[src/design/rv_isa_pkg.sv]
package rv_isa_pkg;

    // raw instruction word and its fields
    typedef logic [31:0] inst_t;
    typedef logic [4:0]  reg_idx_t;
    typedef logic [2:0]  funct3_t;

    // low two bits of every 32-bit encoding
    localparam logic [1:0] INST_QUAD_32 = 2'b11;

    // major opcode, instr[6:2]
    typedef enum logic [4:0] {
        OP_LOAD   = 5'b00000,
        OP_STORE  = 5'b01000,
        OP_SYSTEM = 5'b11100
    } opcode_e;

    // funct3 of loads and stores
    // bits 1:0 give the size, bit 2 marks a zero-extending load
    typedef enum logic [2:0] {
        MEM_B  = 3'b000,
        MEM_H  = 3'b001,
        MEM_W  = 3'b010,
        MEM_D  = 3'b011,
        MEM_BU = 3'b100,
        MEM_HU = 3'b101,
        MEM_WU = 3'b110
    } memop_e;

    // machine-mode CSRs that are implemented
    typedef enum logic [11:0] {
        CSR_MSTATUS = 12'h300,
        CSR_MTVEC   = 12'h305,
        CSR_MEPC    = 12'h341,
        CSR_MCAUSE  = 12'h342
    } csr_addr_e;

    // register forms only, no immediate variants
    typedef enum logic [2:0] {
        CSRRW = 3'b001,
        CSRRS = 3'b010,
        CSRRC = 3'b011
    } csr_op_e;

endpackage

[src/design/mem_bus_pkg.sv]
package mem_bus_pkg;

    localparam int XLEN = 64;

    // widest word index any RAM size may use
    localparam int RAM_ADDR_W_MAX = 16;

    typedef logic [XLEN-1:0]           xlen_t;
    typedef logic [XLEN/8-1:0]         wmask_t;
    typedef logic [RAM_ADDR_W_MAX-1:0] ram_addr_t;

    // one request on the single RAM port
    // wmask only matters when we is set
    typedef struct packed {
        logic      en;
        logic      we;
        wmask_t    wmask;
        ram_addr_t addr;
        xlen_t     wdata;
    } mem_req_t;

endpackage

[src/design/ls_ctrl.sv]
`timescale 1ns/100ps

module ls_ctrl import rv_isa_pkg::*, mem_bus_pkg::*; (
    input  inst_t   instr_i,
    input  inst_t   instr_last_i,
    input  xlen_t   rs2_i,
    input  xlen_t   wb_data_i,
    output logic    wr_en_o,
    output logic    rd_en_o,
    output memop_e  memop_o,
    output xlen_t   st_data_o,
    output logic    csr_en_o,
    output csr_op_e csr_op_o
);

    opcode_e  opcode;
    opcode_e  opcode_last;
    funct3_t  funct3;
    reg_idx_t rs2_idx;
    reg_idx_t rd_last;
    logic     quad_ok;
    logic     last_is_load;
    logic     fwd_sel;

    assign opcode      = opcode_e'(instr_i[6:2]);
    assign opcode_last = opcode_e'(instr_last_i[6:2]);
    assign funct3      = instr_i[14:12];
    assign rs2_idx     = instr_i[24:20];
    assign rd_last     = instr_last_i[11:7];
    assign quad_ok     = (instr_i[1:0] == INST_QUAD_32);

    assign wr_en_o  = quad_ok && (opcode == OP_STORE);
    assign rd_en_o  = quad_ok && (opcode == OP_LOAD);
    assign memop_o  = memop_e'(funct3);

    // csrrw/csrrs/csrrc only
    assign csr_en_o = quad_ok && (opcode == OP_SYSTEM) && !funct3[2] && (funct3[1:0] != 2'b00);
    assign csr_op_o = csr_op_e'(funct3);

    // load result still in flight to the register file, take it from write-back
    assign last_is_load = (instr_last_i[1:0] == INST_QUAD_32) && (opcode_last == OP_LOAD);
    assign fwd_sel      = last_is_load && (rs2_idx == rd_last);
    assign st_data_o    = fwd_sel ? wb_data_i : rs2_i;

    always_comb begin
        assert (!(wr_en_o && rd_en_o))
        else $error("ls_ctrl: load and store decoded together");
    end

endmodule

[config.mk]
export PLATFORM = sky130hd
export DESIGN_NAME = ls_ctrl
export DESIGN_NICKNAME = d
export VERILOG_FILES = /design/src/design/rv_isa_pkg.sv /design/src/design/mem_bus_pkg.sv /design/src/design/ls_ctrl.sv
export SDC_FILE = /design/constraint.sdc
export NUM_CORES = 1
export LEC_CHECK = 0
export ABC_CLOCK_PERIOD_IN_PS = 2630
export BUFFER_PORTS_ARGS = -buffer_cell sky130_fd_sc_hd__buf_2
export CAP_MARGIN = 10
export CORE_AREA = 2 2 104 106
export DETAILED_ROUTE_END_ITERATION = 10
export DIE_AREA = 0 0 106 108
export PLACE_DENSITY_LB_ADDON = 0.2
export SYNTH_ARGS = -nofsm -noshare
export SYNTH_HDL_FRONTEND = slang
export SYNTH_SLANG_ARGS = --single-unit
[constraint.sdc]
create_clock -name vclk -period 2.63
set_input_delay 0.263 -clock vclk [all_inputs]
set_output_delay 0.263 -clock vclk [all_outputs]
set_load 0.02 [all_outputs]
Word-level counts from Yosys, hierarchy flattened
Index checks and enable logic that the tools add are counted.
{ "classes": {"n_mux": 1, "reduce_logical": 11, "n_eq_ne": 5} }
{ "op_table": {"columns": ["op", "count"], "rows": [
  ["two-way mux 64 bit", 1],
  ["logical NOT 5 bit", 2],
  ["logical AND 1 bit", 7],
  ["== test 5 x 4 -> 1 bit, second input constant", 1],
  ["== test 5 bit", 1],
  ["== test 5 bit, second input constant", 1],
  ["== test 2 bit, second input constant", 2],
  ["nonzero test 2 bit", 1],
  ["logical NOT 1 bit", 1]
]} }
{ "word_totals": {"out_inout_bits": 73, "reg_bits": 0, "elab_cells": 17} }

Logic depth before layout (Yosys ltp)
{ "depth": {"depth_word": 4, "mapped_depth": 5, "ltp_nobuf": 4} }

Worst setup path before layout
OpenSTA, ideal clock, no wires.
{ "synth_timing": {"kind": "input to output", "startpoint": "in instr_last_i[11]", "endpoint": "out st_data_o[0]", "stages": 5, "t_arrival_ns": 1.773, "setup_slack_ns": 0.594, "path_cell_list": "xnor2_1 nand3_1 nor4_4 buf_6 mux2_1"} }
{ "synth_via": {"elab_chain_len": 3} }
{ "synth_lines": {"columns": ["item", "line", "source"], "rows": [
  ["from (decl)", "ls_ctrl.sv:5", "input inst_t instr_last_i,"],
  ["== test 5 bit", "ls_ctrl.sv:42", "assign fwd_sel = last_is_load && (rs2_idx == rd_last);"],
  ["logical AND 1 bit", "ls_ctrl.sv:42", null],
  ["two-way mux 64 bit", "ls_ctrl.sv:43", "assign st_data_o = fwd_sel ? wb_data_i : rs2_i;"],
  ["to (decl)", "ls_ctrl.sv:11", "output xlen_t st_data_o,"]
]} }
No other way between the ends.

Worst setup path after layout
{ "layout_timing": {"startpoint": "in instr_last_i[11]", "endpoint": "out st_data_o[43]"} }
Same word-level chain as after synthesis.

==> flow_summary.yaml <==
drt:
  drc: 0
  drt-vias-per-instance: 3.50
  dr.pass1.iters: 2
  postRouteWirelength_um: 4430
  drtIter0Drc: 12
  num_vias: 1566
  routed_wire_length_per_instance_um: 9.91
  drt.antenna.violating_nets: 0
floorplanning:
  pin_count: 265
  floorplan.initialDensity_pct: 9.36
  design.die.area_um2: 11400
  placementRows: 37
  fp.coreArea_um2: 10200
  chipHeight_um: 108
  chipWidth_um: 106
global_route:
  gr-usage-met3_pct: 0.964
  grt_overflow_total: 0
  global_route_wire_length_before_repair_um: 6180
  gr-usage-met1_pct: 5.92
  via_count_of_the_first_global_routing_pass: 1479
  antenna_found_initial: 0
  gr-max-usage-layer: "met2"
  pin_count_of_the_biggest_net_entering_global_routing: 33
  gr-usage-all-layers_pct: 6.38
  global_route_met2_utilization_pct: 14.9
sta:
  period_minus_slack_ps: 2150
  fin_ws_ps: 483
  grt_setup_unrepaired: "false"
  setup_viol: 0
  clock.fmax_mhz: 466
  slew_viol_final: 0
  hold_violations: 0
  worst_pin_slew_ps: 382
  max-slew-margin-rel_pct: 74.3
  totalNegativeSetupSlack_ps: 0
  post-route-period-util_pct: 81.6
critical_path:
  cp_launch_type: "input port"
  cp.depth: 7
  timing_worst_setup_path_type: "in2out"
  critPathMaxStageDelay_ps: 440
  timing.critical_path.slowest_stage_cell: "sky130_fd_sc_hd__nor4_4"
  worst_setup_path_end_kind: "output port"
  worstSetupStartpoint: "instr_last_i[11]"
  crit_path_cell_trace: "buf_2 > xnor2_1 > nand3_1 > nor4_4 > buf_12 > mux2_2 > buf_2"
  timing.critical_path.arrival_ps: 1880
  required_ps: 2370
  critPathTopFamily: "simple AND/OR/NAND/NOR gates"
  worst_setup_path_endpoint: "st_data_o[43]"
  critPathMaxFanout: 32
  path_common_cell: "sky130_fd_sc_hd__buf_2"
  crit_buf_inv: 3
status:
  status: "finished, final reports clean"
power:
  power.switching_w: 0.000140
  power.share.combinational_pct: 100.0
  irDropWorstVdd_mv: 0.0442
  pwr_density_cell_nw_per_um2: 136
  internal_power_w: 0.000158
  netSwitchingFraction_pct: 47.0
  power.leakage_nw: 1.17
  power.clock.fraction_pct: 0
  seq_power_share_pct: 0
synthesis:
  yosys_warnings: 0
  synth.most_common_cell: "sky130_fd_sc_hd__mux2_2"
  syn_inst: 93
  yosys.area.top_type: "sky130_fd_sc_hd__mux2_2"
  yosys-top-cells-area: "sky130_fd_sc_hd__mux2_2 68%, sky130_fd_sc_hd__buf_6 7.1%, sky130_fd_sc_hd__mux2_1 7.1%"
  netlist_area_um2: 957
  sequential_area_share_after_synthesis_pct: 0
  ys_types: 13
  synth.avg_cell_area_um2: 10.3
  synth_fp_nets: 285
  synth_commonest_cells: "58 x sky130_fd_sc_hd__mux2_2, 6 x sky130_fd_sc_hd__buf_4, 6 x sky130_fd_sc_hd__buf_6, 6 x sky130_fd_sc_hd__mux2_1"
  post-synth-top-area-fraction_pct: 68.2
hold_path:
  min_path_type: "in2out"
final_layout:
  syn2layout_area_growth_pct: 129
  fillers: 1155
  antenna_cells: 0
  fraction_of_final_layout_cells_sized_beyond_drive_strength_1_pct: 92.9
  nFlopsAndLatches: 0
  n_clock_buffer: 0
  sequential_area_um2: 0
  postLayoutCoreUtil_pct: 21.5
  fin_nets: 505
place:
  place_congestion: 0.690
  detailedPlacementHpwl_um: 4110
  io_buf_count: 228
  dp_slack_ps: 437
clocking:
  post-cts-setup-buffers: 0
  post_cts_resized: 0
  post_cts_hold_buffer_count: 0
flow_run:
  drv.max_cap_violation_count: 0
[metal layers]
metal | wire (um) | up-vias
met2 | 2590 | 108
li1 | - | 782
met5 | 0 | -
met3 | 432 | 0
met1 | 1400 | 676
met4 | 0 | 0
[kinds of logic (layout without fill, tap and decap cells)]
group | count (synthesis) | after routing | share of synthesized area, %
simple gates | 11 | 11 | 7.58
compound gates | 1 | 1 | 0.785
buf+inv | 12 | 230 | 11.8
mux | 64 | 64 | 75.3
xor+xnor | 5 | 5 | 4.58
[metrics by stage]
stage / total power (W) / cells / area [um^2] / hold WS [ps]
floorplan: 0.000144 / 93 / 957 / 608
global placement: 0.000300 / 447 / 2200 / 772
detailed placement: 0.000302 / 447 / 2200 / 775
CTS: 0.000303 / 447 / 2200 / 775
global route: 0.000323 / 447 / 2200 / 786
finish: 0.000298 / 447 / 2200 / 774
[how the worst min path moves through the flow]
| stage | from | to | slack [ps] | cells after the start |
|---|---|---|---|---|
| 3_5_place_dp | instr_i[13] | csr_op_o[1] | 770 | 2 |
| 5_1_grt | instr_i[14] | memop_o[2] | 790 | 2 |
| 2_1_floorplan | instr_i[6] | rd_en_o | 610 | 1 |
| 6_report | instr_i[13] | csr_op_o[1] | 770 | 2 |
| 3_3_place_gp | instr_i[12] | csr_op_o[0] | 770 | 2 |
| 4_1_cts | instr_i[13] | csr_op_o[1] | 780 | 2 |
[power by group through the flow]
stage | Sequential [W] | Clock (W) | Combinational, W
5_1_grt | 0 | 0 | 0.000323
6_report | 0 | 0 | 0.000298
3_5_place_dp | 0 | 0 | 0.000302
2_1_floorplan | 0 | 0 | 0.000144
4_1_cts | 0 | 0 | 0.000303
3_3_place_gp | 0 | 0 | 0.000300
[placed cells by master (no fill, tap or decap), drive strengths merged]
cell,instances
nand4,2
nand3,2
nor4,2
xnor2,3
xor2,2
buf,230
nor3,3
mux2,64
o211ai,1
nor2,2
[area by class of cell]
type / instances / area, um^2 / share of cell area [%]
multi-input cells: 81 / 845 / 38.5
well taps: 136 / 170 / 7.75
repair buffers: 230 / 1180 / 53.8
(Power assumes the default switching activity.)
