[src/design/rv_isa_pkg.sv]
package rv_isa_pkg;

    // raw instruction word and its fields
    typedef logic [31:0] inst_t;
    typedef logic [4:0]  reg_idx_t;
    typedef logic [2:0]  funct3_t;

    // low two bits of every 32-bit encoding
    localparam logic [1:0] INST_QUAD_32 = 2'b11;

    // major opcode, instr[6:2]
    typedef enum logic [4:0] {
        OP_LOAD   = 5'b00000,
        OP_STORE  = 5'b01000,
        OP_SYSTEM = 5'b11100
    } opcode_e;

    // funct3 of loads and stores
    // bits 1:0 give the size, bit 2 marks a zero-extending load
    typedef enum logic [2:0] {
        MEM_B  = 3'b000,
        MEM_H  = 3'b001,
        MEM_W  = 3'b010,
        MEM_D  = 3'b011,
        MEM_BU = 3'b100,
        MEM_HU = 3'b101,
        MEM_WU = 3'b110
    } memop_e;

    // machine-mode CSRs that are implemented
    typedef enum logic [11:0] {
        CSR_MSTATUS = 12'h300,
        CSR_MTVEC   = 12'h305,
        CSR_MEPC    = 12'h341,
        CSR_MCAUSE  = 12'h342
    } csr_addr_e;

    // register forms only, no immediate variants
    typedef enum logic [2:0] {
        CSRRW = 3'b001,
        CSRRS = 3'b010,
        CSRRC = 3'b011
    } csr_op_e;

endpackage

[src/design/mem_bus_pkg.sv]
package mem_bus_pkg;

    localparam int XLEN = 64;

    // widest word index any RAM size may use
    localparam int RAM_ADDR_W_MAX = 16;

    typedef logic [XLEN-1:0]           xlen_t;
    typedef logic [XLEN/8-1:0]         wmask_t;
    typedef logic [RAM_ADDR_W_MAX-1:0] ram_addr_t;

    // one request on the single RAM port
    // wmask only matters when we is set
    typedef struct packed {
        logic      en;
        logic      we;
        wmask_t    wmask;
        ram_addr_t addr;
        xlen_t     wdata;
    } mem_req_t;

endpackage

[src/design/lsu.sv]
`timescale 1ns/100ps

module lsu import rv_isa_pkg::*, mem_bus_pkg::*; #(
    parameter int RAM_WORDS_LOG2 = 8
) (
    input  logic     clk,
    input  logic     arst_n_i,
    input  logic     wr_en_i,
    input  logic     rd_en_i,
    input  memop_e   memop_i,
    input  xlen_t    st_data_i,
    input  xlen_t    addr_i,
    output mem_req_t req_o,
    input  xlen_t    rdata_i,
    output xlen_t    ld_res_o,
    output logic     ld_valid_o,
    output logic     misalign_o
);

    logic [1:0] size;
    logic [2:0] offset;
    logic [2:0] align_mask;
    wmask_t     size_mask;
    logic       access;
    logic       ld_valid_q;
    memop_e     ld_op_q;
    logic [2:0] ld_off_q;
    xlen_t      lane;

    assign size   = memop_i[1:0];
    assign offset = addr_i[2:0];
    assign access = wr_en_i | rd_en_i;

    // low address bits that must be zero, and the unshifted byte mask
    always_comb begin
        case (size)
            2'b00: begin
                align_mask = 3'b000;
                size_mask  = 8'h01;
            end
            2'b01: begin
                align_mask = 3'b001;
                size_mask  = 8'h03;
            end
            2'b10: begin
                align_mask = 3'b011;
                size_mask  = 8'h0f;
            end
            default: begin
                align_mask = 3'b111;
                size_mask  = 8'hff;
            end
        endcase
    end

    assign misalign_o = access && ((offset & align_mask) != 3'b000);

    // misaligned accesses are dropped here, never split
    always_comb begin
        req_o.en    = access && !misalign_o;
        req_o.we    = wr_en_i;
        req_o.wmask = wr_en_i ? wmask_t'(size_mask << offset) : '0;
        req_o.addr  = ram_addr_t'(addr_i[3 +: RAM_WORDS_LOG2]);
        req_o.wdata = st_data_i << {offset, 3'b000};
    end

    always_ff @(posedge clk or negedge arst_n_i) begin
        if (!arst_n_i) begin
            ld_valid_q <= 1'b0;
        end else begin
            ld_valid_q <= rd_en_i && !misalign_o;
        end
    end

    // size, sign and lane of the load in flight
    always_ff @(posedge clk) begin
        if (rd_en_i) begin
            ld_op_q  <= memop_i;
            ld_off_q <= offset;
        end
    end

    assign ld_valid_o = ld_valid_q;

    assign lane = rdata_i >> {ld_off_q, 3'b000};

    always_comb begin
        case (ld_op_q)
            MEM_B:   ld_res_o = {{56{lane[7]}}, lane[7:0]};
            MEM_BU:  ld_res_o = {56'b0, lane[7:0]};
            MEM_H:   ld_res_o = {{48{lane[15]}}, lane[15:0]};
            MEM_HU:  ld_res_o = {48'b0, lane[15:0]};
            MEM_W:   ld_res_o = {{32{lane[31]}}, lane[31:0]};
            MEM_WU:  ld_res_o = {32'b0, lane[31:0]};
            default: ld_res_o = lane;
        endcase
    end

    // a request reaching the RAM always sits on a natural boundary
    a_req_aligned: assert property (@(posedge clk) disable iff (!arst_n_i)
        req_o.en |-> ((addr_i[2:0] & align_mask) == 3'b000));

endmodule

[config.mk]
export PLATFORM = sky130hd
export DESIGN_NAME = lsu
export DESIGN_NICKNAME = d
export VERILOG_FILES = /design/src/design/rv_isa_pkg.sv /design/src/design/mem_bus_pkg.sv /design/src/design/lsu.sv
export SDC_FILE = /design/constraint.sdc
export NUM_CORES = 1
export LEC_CHECK = 0
export CAP_MARGIN = 20
export CORE_AREA = 2 2 139 141
export DETAILED_ROUTE_END_ITERATION = 12
export DIE_AREA = 0 0 141 143
export DONT_BUFFER_PORTS = 1
export PLACE_DENSITY = 0.39
export REMOVE_ABC_BUFFERS = 1
export SLEW_MARGIN = 15
export SYNTH_ARGS = -nofsm -noshare
export SYNTH_HDL_FRONTEND = slang
export SYNTH_SLANG_ARGS = --single-unit
[constraint.sdc]
create_clock -name clk -period 3.2 [get_ports clk]
set_input_delay 0.48 -clock clk [delete_from_list [all_inputs] [get_ports clk]]
set_output_delay 0.48 -clock clk [all_outputs]
set_load 0.01 [all_outputs]
# --- Word-level counts from Yosys, hierarchy flattened ---
# Cells that the tools add are included.
# Widths: inputs -> output; s select.
totals:
  out_inout_bits: 156
  in_bits: 199
  word_cells: 26
  reg_bits: 7
classes:
  n_mux: 4
  bitwise_logic: 2
  n_reduce_logical: 7
  n_eq_ne: 7
  shift: 3
ops:
  columns: ["operator", "count"]
  rows:
  - ["$pmux 64 s6", 1]
  - ["$shl 64x6->64", 1]
  - ["$shr 64x6->64", 1]
  - ["$pmux 8 s3", 1]
  - ["$eq 3x3->1 const B", 3]
  - ["$pmux 3 s3", 1]
  - ["$mux 8", 1]
  - ["$shl 8x3->8", 1]
  - ["$and 3x3->3", 1]
  - ["$eq 3x1->1 const B", 1]
  - ["$eq 3x2->1 const B", 1]
  - ["$logic_and 1x1->1", 3]
  - ["$logic_not 3->1", 1]
  - ["$reduce_bool 3->1", 1]
  - ["$eq 2x1->1 const B", 1]
  - ["$eq 2x2->1 const B", 1]
  - ["$logic_not 2->1", 1]
  - ["$logic_not 1->1", 1]
  - ["$or 1x1->1", 1]

# --- Depth between registers and ports, before layout ---
depth:
  ltp_word: 7
  depth_mapped: 8
  ltp_nobuf: 5

# --- Least setup slack after synthesis ---
# No wires, ideal clock.
synth_timing:
  path_kind: "input port to output port"
  start: "input addr_i[1]"
  end: "output req_o[82] (netlist bit)"
  arrival_time_ns: 1.947
  path_buffers: 4
  cell_stages: 6
  path_slack_ns: 0.773
  path_cell_list: "clkbuf_1 buf_2 buf_1 clkbuf_1 a211oi_1 a211oi_1"
synth_lines:
  columns: ["item", "line", "rtl"]
  rows:
  - ["start, declared", "lsu.sv:12", "input xlen_t addr_i,"]
  - ["end, declared", "lsu.sv:13", "output mem_req_t req_o,"]

# --- Worst setup path after layout ---
layout_timing:
  start: "register ld_off_q[0]"
  end: "output ld_res_o[31]"
layout_via:
  elab_chain_len: 2
layout_lines:
  columns: ["item", "line", "rtl"]
  rows:
  - ["start, declared", "lsu.sv:27", "logic [2:0] ld_off_q;"]
  - ["start signal, assigned", "lsu.sv:79", "ld_off_q <= offset;"]
  - ["$shr 64x6->64", "lsu.sv:85", "assign lane = rdata_i >> {ld_off_q, 3'b000};"]
  - ["$pmux 64 s6", "lsu.sv:88", "case (ld_op_q)"]
  - ["end, declared", "lsu.sv:15", "output xlen_t ld_res_o,"]
# Every way passes these cells.

==> run metrics <==
# fillers around 2100; vias per cell between 5 and 6; Setup WS pre-CTS 0.293 ns; Tcrit/Tclk final 93.2%; placed insts approximately 840; Rel. slew slack between 50% and 60%; final instance area ~0.0045 mm²; IO Count approximately 360; final core occ around a quarter; synthesized flop and latch total 7; yosys warns 0; minimum clock period 2.98 ns; Die ar. between 0.02 and 0.025 mm²; final setup violation count 0; Layout Cells excl Fill between 800 and 900; CP Max Fanout 16; core area between 0.015 and 0.02 mm²; Layout area overhead 4.23%; GRT Overall Usage between 10% and 20%; post-route antenna net violation count 0; Crit path arrival time about 2.5 ns; Final Hold Viols 0; initial antenna violation count 0; Remaining DRCs 0; Worst EP required 2.72 ns; Core Rows 50; largest net degree at the start of global routing 124; initial drt markers a little under 200; CTS max path bufs 2; syn avg cell area between 6 and 7 µm²; max frequency 0.335 GHz; die extent in y between 100 and 150 µm; Final HPWL DP 14100 µm; Placed Area ~0.0044 mm²; CTS tree yes; Leak Pwr approximately 2.0 nW; Reg clk slew, reported paths ~0.04 ns; Synth top area share 27.8%; RSZ-0062 raised after global routing no; Routed Wire Length 18100 µm; CTS Sinks 7; H-tree depth 1; first drt pass iteration count 4; register area share after synthesis roughly 4.7%; Final Wtd Congestion between 0.8 and 0.9; setup TNS 0 ns; Slew Limit Fails 0; layout cells sized above 1 ~11%; pwr dens roughly 250 mW/mm²; mapped cell area around 0.0044 mm²; CP Launch Type flip-flop; number of port buffers 0; cell with the most instances after synthesis mux2i_1; max-capacitance violation count 0; most area-consuming cells after synthesis mux2i_1 (28%), o21ai_0 (9.5%), nand2_1 (9.3%); HP Class primary input to flip-flop; Distinct cells, synth between 40 and 50; Die W 141 µm; drt wl/cell about 21 µm; Commonest cells post-synth mux2i_1 (121), nand2_1 (108), o21ai_0 (83); post-synthesis async set-or-reset flop share 14.3%; Worst Slack Setup Final 0.216 ns; Post-Syn Instances between 600 and 700; leading area contributor after synthesis mux2i_1; outcome finished clean; Hold WS around 0.34 ns; initial core utilization 23.4%; number of synthesized flops with an enable pin 6; global-route wire length before repair between 20000 and 30000 µm; Worst setup EP type output pin; total CTS buffers 3; NumNets Final 815; Worst IR Drop VDD roughly 0.00012 V; Power Total roughly 1.1 mW; total global routing overflow 0; clock root buffer clkbuf_16; vias in the first global route roughly 4600; Slew @ Worst Pin 0.739 ns; diode count 0; Setup CP Type flip-flop to output pin; Main synth FF type edfxtp_1; Via Count between 4000 and 5000
[sequential cells by signal (all words and copies together), names as in the netlist]
name	flops
ld_off_q	3
ld_op_q	3
ld_valid_o	1
[layer usage]
| layer | vias to the layer above | global-route usage (%) | part of all wire [%] |
|---|---|---|---|
| li1 | 2249 | - | - |
| met1 | 2167 | 18.4 | 39 |
| met2 | 248 | 31.6 | 50 |
| met3 | 14 | 5.33 | 10 |
| met4 | 0 | 2.63 | 0.97 |
| met5 | - | 0 | 0 |
[power by group]
part           internal, mW  switching, mW  total [mW]
Sequential            0.108         0.0107       0.119
Combinational         0.299          0.493       0.792
Clock                 0.164         0.0517       0.216
[timing repair]
item,4_1_cts,5_1_grt
setup endpoints to repair,0,20
resized for setup,0,1
hold buffers,1,0
buffers inserted,0,2
endpoints found under the hold margin,1,0
[cells in the final DEF, fill, tap and decap left out, drive strengths merged, types with 2 or more instances in the layout]
master | Yosys | layout
or3 | 3 | 3
conb | 1 | 8
edfxtp | 6 | 6
o22ai | 28 | 28
nand2 | 108 | 108
mux2 | 32 | 32
o21ai | 87 | 87
nor3b | 2 | 2
a211oi | 15 | 15
a21o | 17 | 17
inv | 3 | 3
clkbuf | 39 | 3
o21a | 2 | 2
mux2i | 121 | 121
a21oi | 32 | 32
and2 | 11 | 11
nor2 | 55 | 55
nand3 | 6 | 6
nand2b | 7 | 7
nor2b | 16 | 16
buf | 44 | 26
nand3b | 7 | 7
nor3 | 4 | 4
[cells by family after synthesis]
family	synth area share [%]
AO/OA/AOI/OAI	25.8
buffers and inverters	10.1
flip-flops	4.71
multiplexers	36.6
other	0.0861
AND/OR/NAND/NOR	22.7
[path summary, 6_finish.rpt]
kind | cells after the start | slack (ns) | endpoint | from
setup / recovery | 7 | 0.22 | ld_res_o[31] | ld_off_q[0]
hold / removal | 0 | 0.34 | ld_op_q[2] | memop_i[2]
max in group asynchronous | 1 | 2.64 | ld_valid_o | arst_n_i
min in group asynchronous | 1 | 0.46 | ld_valid_o | arst_n_i
[cell type report]
type | count | area, µm² | area share, %
Multi-Input combinational cell | 574 | 3740 | 82.5
Tap cell | 234 | 293 | 6.45
Sequential cell | 7 | 205 | 4.52
Timing Repair Buffer | 27 | 205 | 4.52
Clock buffer | 3 | 75.1 | 1.65
Inverter | 3 | 11.3 | 0.248
Clock inverter | 1 | 5.00 | 0.110
[worst max-delay path: stages (launching register included)]
cell	delay, ns
edfxtp_1	0.50
buf_4	0.22
mux2_2	0.23
o22ai_1	0.08
or4_1	0.53
buf_4	0.21
o21ai_4	0.21
nand4b_1	0.29
Note: power is estimated with default switching activity, not from simulation.
