$ cat src/design/mem_bus_pkg.sv
package mem_bus_pkg;

    localparam int XLEN = 64;

    // widest word index any RAM size may use
    localparam int RAM_ADDR_W_MAX = 16;

    typedef logic [XLEN-1:0]           xlen_t;
    typedef logic [XLEN/8-1:0]         wmask_t;
    typedef logic [RAM_ADDR_W_MAX-1:0] ram_addr_t;

    // one request on the single RAM port
    // wmask only matters when we is set
    typedef struct packed {
        logic      en;
        logic      we;
        wmask_t    wmask;
        ram_addr_t addr;
        xlen_t     wdata;
    } mem_req_t;

endpackage

$ cat src/design/mem_arbiter.sv
`timescale 1ns/100ps

module mem_arbiter import mem_bus_pkg::*; #(
    parameter int RAM_WORDS_LOG2 = 8
) (
    input  logic     clk,
    input  logic     arst_n_i,
    input  mem_req_t lsu_req_i,
    input  logic     fetch_req_i,
    input  xlen_t    fetch_addr_i,
    output mem_req_t ram_req_o,
    output logic     fetch_gnt_o,
    input  xlen_t    ram_rdata_i,
    output xlen_t    lsu_rdata_o,
    output xlen_t    fetch_rdata_o,
    output logic     fetch_rvalid_o
);

    logic fetch_own_q;

    // data side always wins
    assign fetch_gnt_o = fetch_req_i && !lsu_req_i.en;

    always_comb begin
        if (lsu_req_i.en) begin
            ram_req_o = lsu_req_i;
        end else begin
            ram_req_o       = '0;
            ram_req_o.en    = fetch_req_i;
            ram_req_o.addr  = ram_addr_t'(fetch_addr_i[3 +: RAM_WORDS_LOG2]);
        end
    end

    // owner of the read that returns next cycle
    always_ff @(posedge clk or negedge arst_n_i) begin
        if (!arst_n_i) begin
            fetch_own_q <= 1'b0;
        end else begin
            fetch_own_q <= fetch_gnt_o;
        end
    end

    assign fetch_rvalid_o = fetch_own_q;
    assign fetch_rdata_o  = fetch_own_q ? ram_rdata_i : '0;
    assign lsu_rdata_o    = fetch_own_q ? '0 : ram_rdata_i;

    a_no_gnt_on_lsu: assert property (@(posedge clk) disable iff (!arst_n_i)
        lsu_req_i.en |-> !fetch_gnt_o);

endmodule

$ cat config.mk
export PLATFORM = sky130hd
export DESIGN_NAME = mem_arbiter
export DESIGN_NICKNAME = d
export VERILOG_FILES = /design/src/design/mem_bus_pkg.sv /design/src/design/mem_arbiter.sv
export SDC_FILE = /design/constraint.sdc
export NUM_CORES = 1
export LEC_CHECK = 0
export BUFFER_PORTS_ARGS = -buffer_cell sky130_fd_sc_hd__buf_4
export CAP_MARGIN = 20
export CORE_AREA = 4 4 168 170
export CTS_CLUSTER_SIZE = 16
export DETAILED_ROUTE_END_ITERATION = 8
export DIE_AREA = 0 0 172 174
export GPL_TIMING_DRIVEN = 0
export PLACE_DENSITY = 0.4
export SYNTH_ARGS = -nofsm -noshare
export SYNTH_HDL_FRONTEND = slang
export SYNTH_SLANG_ARGS = --single-unit
export TNS_END_PERCENT = 1
$ cat constraint.sdc
create_clock -name clk -period 1.09 [get_ports clk]
set_input_delay 0.0545 -clock clk [delete_from_list [all_inputs] [get_ports clk]]
set_output_delay 0.0545 -clock clk [all_outputs]
set_load 0.02 [all_outputs]
[After elaboration in Yosys (flattened, before gate mapping)]
Index checks and enable logic that the tools add are counted.
Widths: inputs -> output; s select.
Word-level totals
  output and inout bits: 220
  flip-flop bits (word level): 1
Cells by class
  reductions and logical operators: 2
  multiplexer cells: 3
Operators by type and width (number)
  $mux 64: 2
  $mux 90: 1
  $logic_and 1x1->1: 1
  $logic_not 1->1: 1

[Logic depth before layout (Yosys ltp)]
Gate-level depths: netlist of run 1.
  word-level depth: 2
  mapped depth: 3
  gate-level depth less buffers: 1

[Worst setup path before layout of run 1]
No wires, ideal clock.
  kind: register -> output
  start point: reg fetch_own_q, in the netlist fetch_rvalid_o
  end point: out lsu_rdata_o[47]
  stages on the path, launching flop included: 4
  data arrival time: 1.122 ns
  path slack: -0.087 ns
  path through: dfrtp_1 > buf_2 > buf_2 > nor2b_1
On the way
  word-level cells in the longest chain between the ends: 1
RTL lines
  from (decl): line mem_arbiter.sv:19  | logic fetch_own_q;
  from (signal assigned): line mem_arbiter.sv:39  | fetch_own_q <= fetch_gnt_o;
  $mux 64: line mem_arbiter.sv:45  | assign lsu_rdata_o = fetch_own_q ? '0 : ram_rdata_i;
  to (decl): line mem_arbiter.sv:14  | output xlen_t lsu_rdata_o,
Every way passes these cells.

[Worst setup path after layout of run 1]
  start point: reg fetch_own_q, in the netlist fetch_rvalid_o
  end point: out fetch_rdata_o[59]
On the way
  word-level cells in the longest chain between the ends: 1
RTL lines
  $mux 64: line mem_arbiter.sv:44  | assign fetch_rdata_o = fetch_own_q ? ram_rdata_i : '0;
  to (decl): line mem_arbiter.sv:15  | output xlen_t fetch_rdata_o,
Every way passes these cells.

==> out/results.md, run 1 <==
- and2_1 (145), nor2b_1 (64), buf_2 (22) — ranking of synthesized cells by instance count
- 0.00284 µW — leakage component of the power
- 278 ps — measured slew at the worst slew-check pin
- 1600 µm² — synthesized cell area
- 1160 ps — post-layout min period
- 20,200 µm — first-pass GRT wire length
- and2_1 — most used standard cell by instance count after synthesis
- yes — unrepaired setup endpoints after global routing
- 100% — proportion of synthesized flip-flops having asynchronous set or reset
- 10 — Synth cell types
- 1040 ps — Required @ worst endpoint
- 3,103 — via count of the first global-routing pass
- setup timing — violated checks
- 3 — number of search-and-repair iterations in the first detailed-routing pass
- 0 — Detail Route Antenna Nets
- 6.00% — Starting Density
- 0 — count of endpoints failing hold in the final timing report
- 60 — Rows
- dfrtp_2 — slowest stage cell, crit path
- 3.15 — vias per inst
- 3,065 — Vias
- 26,700 µm² — Placeable Area
- 465 — number of nets in the synthesized netlist
- buf_12 > buf_8 > and2_4 > buf_6 — cells traversed along the worst timing path
- 0 — total congestion overflow
- 0 — number of synthesized flops with an enable pin
- 0 — remaining design rule violation count
- output port — CP endpoint kind
- 244 — number of instances in the synthesized netlist
- 174 µm — Die Y-Extent
- 490 ps — delay of the slowest cell on the worst path
- 441 — count of boundary I/O pins
- 1 — number of flip-flops under the largest register name
- 0.685 — weighted congestion at the end of routability-driven global placement
- and2_1 — cell type contributing the most total cell area after synthesis
- 465 nW/µm² — areal power density over the cells
- 854 — # nets final
- 34 — detailed router's first-iteration violation count
- finished, violations left — run status
- 0 ps — register clock-pin slew on the reported worst setup and hold paths
- 147 µV — peak supply drop
- 15,300 µm — DRT Wirelength
- 72.4% — fraction of layout instances using a drive strength above 1
- 1.56% — portion of the post-synthesis area used by sequential elements
- 239% — area overhead of the layout relative to synthesis
- dfrtp_1 — Top FF cell, synth
- 20.3% — utilization after layout
- 107% — crit share post-route
- 81.5% — Slew HR
- 383 — number of buffers inserted by port buffering
- 0 — diode insertion count for antenna repair
- 0 — initial antenna violation count
- 6.57 µm² — syn avg cell area
- 0 — total of warnings raised by yosys
- reg -> out — Worst Path Class, Setup
- 1 — number of synthesized register bits
- flip-flop — sort of element at the start of the critical path
- 859 MHz — peak clock frequency supported by timing
- 1110 ps — Arrival @ worst endpoint
- 172 µm — die span in x
- in -> reg — Hold Crit Class
- 0 — max-slew violation total from the final report
- 8.89% — total track usage
- 0 — Max Cap Violations
- -441 ps — DP Worst Slack
- and2_1 (57%), nor2b_1 (25%), buf_2 (6.9%) — top cells by area, synth
- -74.1 ps — setup slack after layout
- 13,900 µm — Post-DP HPWL
- 126 — Setup-failing EPs final
- 56.6% — area share of the leading cell type in the synthesized netlist
- 11 — maximum number of pins on one net before global-route repair
- 15.8 µm — post-DR wirelength/cell
- 29,900 µm² — Die Outline Area
- 10 — highest net fanout along the worst path
-- worst max-delay path, delay by kind of cell, from the launching register on --
| kind | cells | cell delay [ps] |
|---|---|---|
| buffers and inverters | 3 | 450 |
| DFF | 1 | 490 |
| and+or+nand+nor | 1 | 150 |
-- cell families (layout without fill, tap and decap cells) --
family / Yosys count / count (layout) / synth area share [%]
buf+inv: 24 / 411 / 8.81
flops: 1 / 1 / 1.56
mux: 8 / 8 / 7.25
simple gates: 211 / 211 / 82.4
-- layout make-up --
class / count / area, µm²
plain buffers: 24 / 264
well taps: 341 / 427
fillers: 2996 / 21300
flip-flops and latches: 1 / 26.3
repair buffers: 387 / 3170
multi-input cells: 219 / 1550
-- worst paths after layout --
path                                          start                  endpoint  slack, ps  depth (start not counted)
max in group asynchronous                  arst_n_i  fetch_rvalid_o$_DFF_PN0_        620                          2
min in group asynchronous                  arst_n_i  fetch_rvalid_o$_DFF_PN0_        380                          2
worst min-delay path                    fetch_req_i  fetch_rvalid_o$_DFF_PN0_        320                          2
worst max-delay path       fetch_rvalid_o$_DFF_PN0_         fetch_rdata_o[59]        -70                          4
-- layout by cell type, fill, tap and decap left out, types with 3 or more instances in the layout --
cell     Yosys  final
nor2b_2      0      6
nor2b_1     64     55
buf_4        0    324
and2_1     145    116
buf_6        1     67
mux2_4       7      7
and2_4       0     29
buf_8        0      7
buf_2       22      8
nor2b_4      0      3
-- per-stage QoR --
step                      hold slack [ps]  total power [µW]  setup TNS, ps  std cells  area (µm²)
after floorplan                      -241              1040          -4410        244        1600
after global placement               -170              2370         -37350        968        4910
after detailed placement             -169              2370         -37470        968        4910
after CTS                             318              2550          -9130        972        5330
after global routing                  332              2700         -11100        972        5440
final                                 316              2530          -5820        972        5440
-- layer usage --
metal | wire (µm) | GRT usage (%)
met2 | 8460 | 19.1
met5 | 0 | 0
met3 | 2080 | 3.37
met1 | 4770 | 8.10
met4 | 0 | 0
-- report_power, final --
group	switching (µW)	internal, µW	leakage [µW]
Combinational	1170	1310	0.00283
Sequential	8.61	40.0	0.0000116
Clock	0	0	0
-- repair_timing --
item                                   CTS  global route
resized for setup                      108            32
pin swaps                                1             2
setup buffers                            1             0
cloned                                   2             0
hold buffers                             1             0
setup endpoints to repair              128           127
endpoints found under the hold margin    1             0
Power figures use the tool's default switching activity.
==> run 2: changes to the inputs <==
--- a/config.mk
+++ b/config.mk
@@ -5,6 +5,7 @@
 export SDC_FILE = /design/constraint.sdc
 export NUM_CORES = 1
 export LEC_CHECK = 0
+export ABC_AREA = 0
 export BUFFER_PORTS_ARGS = -buffer_cell sky130_fd_sc_hd__buf_4
 export CAP_MARGIN = 20
 export CORE_AREA = 4 4 168 170
@@ -13,6 +14,7 @@
 export DIE_AREA = 0 0 172 174
 export GPL_TIMING_DRIVEN = 0
 export PLACE_DENSITY = 0.4
+export RECOVER_POWER = 50
 export SYNTH_ARGS = -nofsm -noshare
 export SYNTH_HDL_FRONTEND = slang
 export SYNTH_SLANG_ARGS = --single-unit
==> run 2 against run 1 <==
The flow still finishes with violations (setup timing). Global-route usage did not move. Largest cell class unchanged. Power fell by 0.80%. Combinational power barely moved. Maximum frequency did not move. Utilization fell by 0.14 points.
==> out/results.md, run 2 (synthesized netlist as in run 1, its figures left out) <==
- finished, violations left — run status, unchanged
- setup timing — violated checks, unchanged
- 0 — max-slew violation total from the final report, unchanged
- 0 — total congestion overflow, unchanged
- 13,900 µm — Post-DP HPWL, unchanged
- 71.0% — fraction of layout instances using a drive strength above 1, was 72.4%
- 3.15 — vias per inst, about the same
- -441 ps — DP Worst Slack, unchanged
- fetch_rdata_o[59] — critical path capture point, unchanged
- in -> reg — Hold Crit Class, unchanged
- 29,900 µm² — Die Outline Area, unchanged
- 0 — Detail Route Antenna Nets, unchanged
- 854 — # nets final, unchanged
- 490 ps — delay of the slowest cell on the worst path, about the same
- 0% — share of power burned in the clock network, about the same
- 15.7 µm — post-DR wirelength/cell, was 15.8 µm
- 75.0% — Slew HR, was 81.5%
- 859 MHz — peak clock frequency supported by timing, unchanged
- 26.3 µm² — register area, unchanged
- buf_4 (319), and2_1 (84), buf_6 (67), nor2b_1 (55), and2_0 (32) — leading cell types in the layout, fill and taps excluded, was buf_4 (324), and2_1 (116), buf_6 (67), nor2b_1 (55), and2_4 (29)
- 0.685 — weighted congestion at the end of routability-driven global placement, unchanged
- 311 ps — worst hold slack after final layout, was 316 ps
- 8.89% — total track usage, unchanged
- 11 — maximum number of pins on one net before global-route repair, unchanged
- 26,700 µm² — Placeable Area, unchanged
- 131 — Setup-failing EPs final, was 126
- 1180 µW — switching power summed over all nets, about the same
- 0 — remaining design rule violation count, unchanged
- 172 µm — die span in x, unchanged
- 1550 µm² — multi-input logic area, unchanged
- output port — CP endpoint kind, unchanged
- 0 — diode insertion count for antenna repair, unchanged
- 174 µm — Die Y-Extent, unchanged
- 31 — detailed router's first-iteration violation count, was 34
- 20.2% — utilization after layout, was 20.3%
- flip-flop — sort of element at the start of the critical path, unchanged
- 0 — initial antenna violation count, unchanged
- 46.9% — Sw Share, was 46.5%
- 6.00% — Starting Density, unchanged
- 60 — Rows, unchanged
- fetch_rvalid_o$_DFF_PN0_ — Critical path origin, unchanged
- 0 — count of endpoints failing hold in the final timing report, unchanged
- -74.1 ps — setup slack after layout, unchanged
- 1110 ps — Arrival @ worst endpoint, about the same
- 3,008 — # fillers, was 2,996
- 15,300 µm — DRT Wirelength, about the same
- 3,103 — via count of the first global-routing pass, unchanged
- 107% — crit share post-route, unchanged
- 383 — number of buffers inserted by port buffering, unchanged
- 20,200 µm — first-pass GRT wire length, unchanged
- 465 nW/µm² — areal power density over the cells, about the same
- 237% — area overhead of the layout relative to synthesis, was 239%
- 375 ps — measured slew at the worst slew-check pin, was 278 ps
- 146 µV — peak supply drop, was 147 µV
- 98.1% — Gate power share, about the same
- 1 — number of flip-flops under the largest register name, unchanged
- dfrtp_2 — slowest stage cell, crit path, unchanged
- buf_12 > buf_8 > and2_4 > buf_6 — cells traversed along the worst timing path, unchanged
- 3,058 — Vias, was 3,065
- 0 — Max Cap Violations, unchanged
- 1040 ps — Required @ worst endpoint, about the same
- 1330 µW — internal cell power, was 1350 µW
- -5870 ps — setup_tns, was -5820 ps
- 1.9% — sequential fraction of design power, about the same
- 10 — highest net fanout along the worst path, unchanged
- 441 — count of boundary I/O pins, unchanged
- 0.00278 µW — leakage component of the power, was 0.00284 µW
- reg -> out — Worst Path Class, Setup, unchanged
- 0 ps — register clock-pin slew on the reported worst setup and hold paths, about the same
- 1160 ps — post-layout min period, unchanged
- buf_4 — most common cell after layout, fill and taps aside, unchanged
- 3 — number of search-and-repair iterations in the first detailed-routing pass, unchanged
- yes — unrepaired setup endpoints after global routing, unchanged
run 2: power by group through the flow:
stage | clock [µW] | sequential, µW | combinational, µW
CTS | 0 | 49.4 | 2500
detailed placement | 0 | 44.6 | 2330
global placement | 0 | 44.8 | 2330
finish | 0 | 48.6 | 2460
global route | 0 | 49.2 | 2630
floorplan | 0 | 43.2 | 1000
run 2: repair_timing:
action	4_1_cts	5_1_grt
hold endpoints to repair	1	0
buffers inserted	1	0
cloned	2	0
hold buffers	1	0
endpoints found under the setup margin	128	127
pin swaps	1	2
resized for setup	108	32
run 2: worst min path at each step:
| stage | start | slack [ps] | cells after the start | endpoint |
|---|---|---|---|---|
| 2_1_floorplan | arst_n_i | -240 | 0 | fetch_rvalid_o$_DFF_PN0_ |
| 3_3_place_gp | arst_n_i | -170 | 1 | fetch_rvalid_o$_DFF_PN0_ |
| 3_5_place_dp | arst_n_i | -170 | 1 | fetch_rvalid_o$_DFF_PN0_ |
| 4_1_cts | fetch_req_i | 320 | 2 | fetch_rvalid_o$_DFF_PN0_ |
| 5_1_grt | fetch_req_i | 330 | 2 | fetch_rvalid_o$_DFF_PN0_ |
| 6_report | fetch_req_i | 310 | 2 | fetch_rvalid_o$_DFF_PN0_ |
run 2: per-stage QoR:
| step | total power, µW | cell area (µm²) | std cells |
|---|---|---|---|
| final | 2510 | 5400 | 972 |
| after global routing | 2680 | 5400 | 972 |
| after CTS | 2550 | 5330 | 972 |
| after detailed placement | 2370 | 4910 | 968 |
| after global placement | 2370 | 4910 | 968 |
| after floorplan | 1040 | 1600 | 244 |
run 2: cell type report:
type                            instances  share of cell area [%]
Buffer                                 24                    4.45
Sequential cell                         1                   0.486
Timing Repair Buffer                  387                    58.5
Multi-Input combinational cell        219                    28.7
Tap cell                              341                    7.90
run 2: routing by layer:
metal	vias to the layer above	GRT usage, %	share of wire [%]
met5	-	0	0
met2	244	19.1	55
met1	1318	8.10	31
met4	0	0	0
li1	1496	-	-
met3	0	3.37	14
run 2: worst max-delay path: cells and delay by family (launching register included):
family | cells | cell delay (ps)
buf+inv | 3 | 450
simple gates | 1 | 150
flops | 1 | 490
==> run 3: changes to the inputs <==
--- a/config.mk
+++ b/config.mk
@@ -13,7 +13,6 @@
 export DETAILED_ROUTE_END_ITERATION = 8
 export DIE_AREA = 0 0 172 174
 export GPL_TIMING_DRIVEN = 0
-export PLACE_DENSITY = 0.4
 export RECOVER_POWER = 50
 export SYNTH_ARGS = -nofsm -noshare
 export SYNTH_HDL_FRONTEND = slang
==> run 3 against run 2 <==
The flow still finishes with violations (setup timing). Wire length shrank 4.1%. Combinational power fell by 2%. Critical path depth stayed put. Sequential share of layout area is essentially flat. Sequential power decreased by 8.4%. Worst hold slack improved by 37 ps.
==> out/results.md, run 3 (synthesized netlist as in run 1, its figures left out) <==
- finished, violations left — run status, unchanged
- setup timing — violated checks, unchanged
- 13,600 µm — Post-DP HPWL, was 13,900 µm
- dfrtp_2 — slowest stage cell, crit path, unchanged
- 0 — Detail Route Antenna Nets, unchanged
- 19,500 µm — first-pass GRT wire length, was 20,200 µm
- fetch_req_i — startpoint of the lowest-slack hold path, unchanged
- 76.3% — Slew HR, was 75.0%
- 29,900 µm² — Die Outline Area, unchanged
- buffers and inverters — Top Family by Delay on Critical Path, was flip-flops
- 100% — crit share post-route, was 107%
- 0 — diode insertion count for antenna repair, unchanged
- 1140 µW — switching power summed over all nets, was 1180 µW
- output port — CP endpoint kind, unchanged
- 0 — remaining design rule violation count, unchanged
- 355 ps — measured slew at the worst slew-check pin, was 375 ps
- 1300 µW — internal cell power, was 1330 µW
- -2.37 ps — setup_tns, was -5870 ps
- 441 — count of boundary I/O pins, unchanged
- 1520 µm² — multi-input logic area, was 1550 µm²
- 0 ps — register clock-pin slew on the reported worst setup and hold paths, about the same
- reg -> out — Worst Path Class, Setup, unchanged
- buf_4 (310), and2_1 (103), buf_6 (80), nor2b_1 (41), and2_0 (36) — leading cell types in the layout, fill and taps excluded, was buf_4 (319), and2_1 (84), buf_6 (67), nor2b_1 (55), and2_0 (32)
- 0 — Max Cap Violations, unchanged
- 3,289 — via count of the first global-routing pass, was 3,103
- 232% — area overhead of the layout relative to synthesis, was 237%
- 0 — max-slew violation total from the final report, unchanged
- 60 — Rows, unchanged
- 8.42% — total track usage, was 8.89%
- -208 ps — DP Worst Slack, was -441 ps
- 19.9% — utilization after layout, was 20.2%
- 3 — number of search-and-repair iterations in the first detailed-routing pass, unchanged
- 1090 ps — post-layout min period, was 1160 ps
- 46.9% — Sw Share, about the same
- -2.37 ps — setup slack after layout, was -74.1 ps
- 69.3% — fraction of layout instances using a drive strength above 1, was 71.0%
- 11 — maximum number of pins on one net before global-route repair, unchanged
- in -> reg — Hold Crit Class, unchanged
- 348 ps — worst hold slack after final layout, was 311 ps
- 0 — count of endpoints failing hold in the final timing report, unchanged
- 915 MHz — peak clock frequency supported by timing, was 859 MHz
- 25 — detailed router's first-iteration violation count, was 31
- 3.19 — vias per inst, was 3.15
- buf_6 > buf_8 > nor2b_1 > buf_4 — cells traversed along the worst timing path, was buf_12 > buf_8 > and2_4 > buf_6
- 3,100 — Vias, was 3,058
- 1 — Setup-failing EPs final, was 131
- 3 — Worst Path Buf+Inv, unchanged
- 6.00% — Starting Density, unchanged
- 459 nW/µm² — areal power density over the cells, was 465 nW/µm²
- 10 — highest net fanout along the worst path, unchanged
- 26.3 µm² — register area, unchanged
- 174 µm — Die Y-Extent, unchanged
- 1040 ps — Required @ worst endpoint, about the same
- 15.1 µm — post-DR wirelength/cell, was 15.7 µm
- yes — unrepaired setup endpoints after global routing, unchanged
- 0 — total congestion overflow, unchanged
- 155 µV — peak supply drop, was 146 µV
- 1.8% — sequential fraction of design power, was 1.9%
- fetch_rvalid_o$_DFF_PN0_ — WHS Endpoint, unchanged
- 854 — # nets final, unchanged
- 14,600 µm — DRT Wirelength, was 15,300 µm
- flip-flop — sort of element at the start of the critical path, unchanged
- 440 ps — delay of the slowest cell on the worst path, was 490 ps
- fetch_rvalid_o$_DFF_PN0_ — Critical path origin, unchanged
- 0 — initial antenna violation count, unchanged
- 1040 ps — Arrival @ worst endpoint, was 1110 ps
- 2 — number of cells on the worst hold path, unchanged
- 0.737 — weighted congestion at the end of routability-driven global placement, was 0.685
- 0% — share of power burned in the clock network, about the same
- 98.2% — Gate power share, was 98.1%
- 0.00273 µW — leakage component of the power, was 0.00278 µW
- 383 — number of buffers inserted by port buffering, unchanged
- buf_4 — most common cell after layout, fill and taps aside, unchanged
- 3,001 — # fillers, was 3,008
- 1 — number of flip-flops under the largest register name, unchanged
- 26,700 µm² — Placeable Area, unchanged
- 172 µm — die span in x, unchanged
[run 3: worst max path at each step]
stage	to	slack [ps]	cells after the start
CTS	lsu_rdata_o[22]	-40	4
global placement	fetch_rdata_o[60]	-200	4
global route	lsu_rdata_o[56]	-60	4
detailed placement	fetch_rdata_o[60]	-210	4
finish	lsu_rdata_o[12]	-2	4
floorplan	lsu_rdata_o[47]	-90	3
[run 3: stage by stage]
step	power [µW]	cell area, µm²	instances
finish	2440	5320	972
global placement	2300	4910	968
CTS	2410	5130	972
floorplan	1040	1600	244
global route	2600	5320	972
detailed placement	2320	4910	968
[run 3: area by class of cell]
class,count,share of cell area (%)
buffer,24,4.12
timing repair buffer,387,58.9
multi-input combinational,219,28.5
tap,341,8.02
sequential,1,0.494
[run 3: layer usage]
layer	routed length (µm)	share of wire, %	global-route usage (%)	up-vias
li1	-	-	-	1493
met1	4900	33	8.21	1347
met2	7730	53	17.4	254
met3	1900	13	2.84	6
met4	115	0.79	0.459	0
met5	0	0	0	-
[run 3: repair_timing]
item / CTS / global route
hold endpoints to repair: 1 / 0
buffers inserted: 2 / 0
pin swaps: 1 / 0
setup endpoints to repair: 121 / 100
hold buffers: 1 / 0
gates cloned: 1 / 0
gates resized for setup: 62 / 68
[run 3: power groups by stage]
stage          Combinational (µW)  Sequential [µW]  Clock (µW)
2_1_floorplan                1000             43.2           0
6_report                     2400             44.5           0
5_1_grt                      2550             44.9           0
3_5_place_dp                 2280             42.0           0
3_3_place_gp                 2260             42.0           0
4_1_cts                      2370             45.0           0
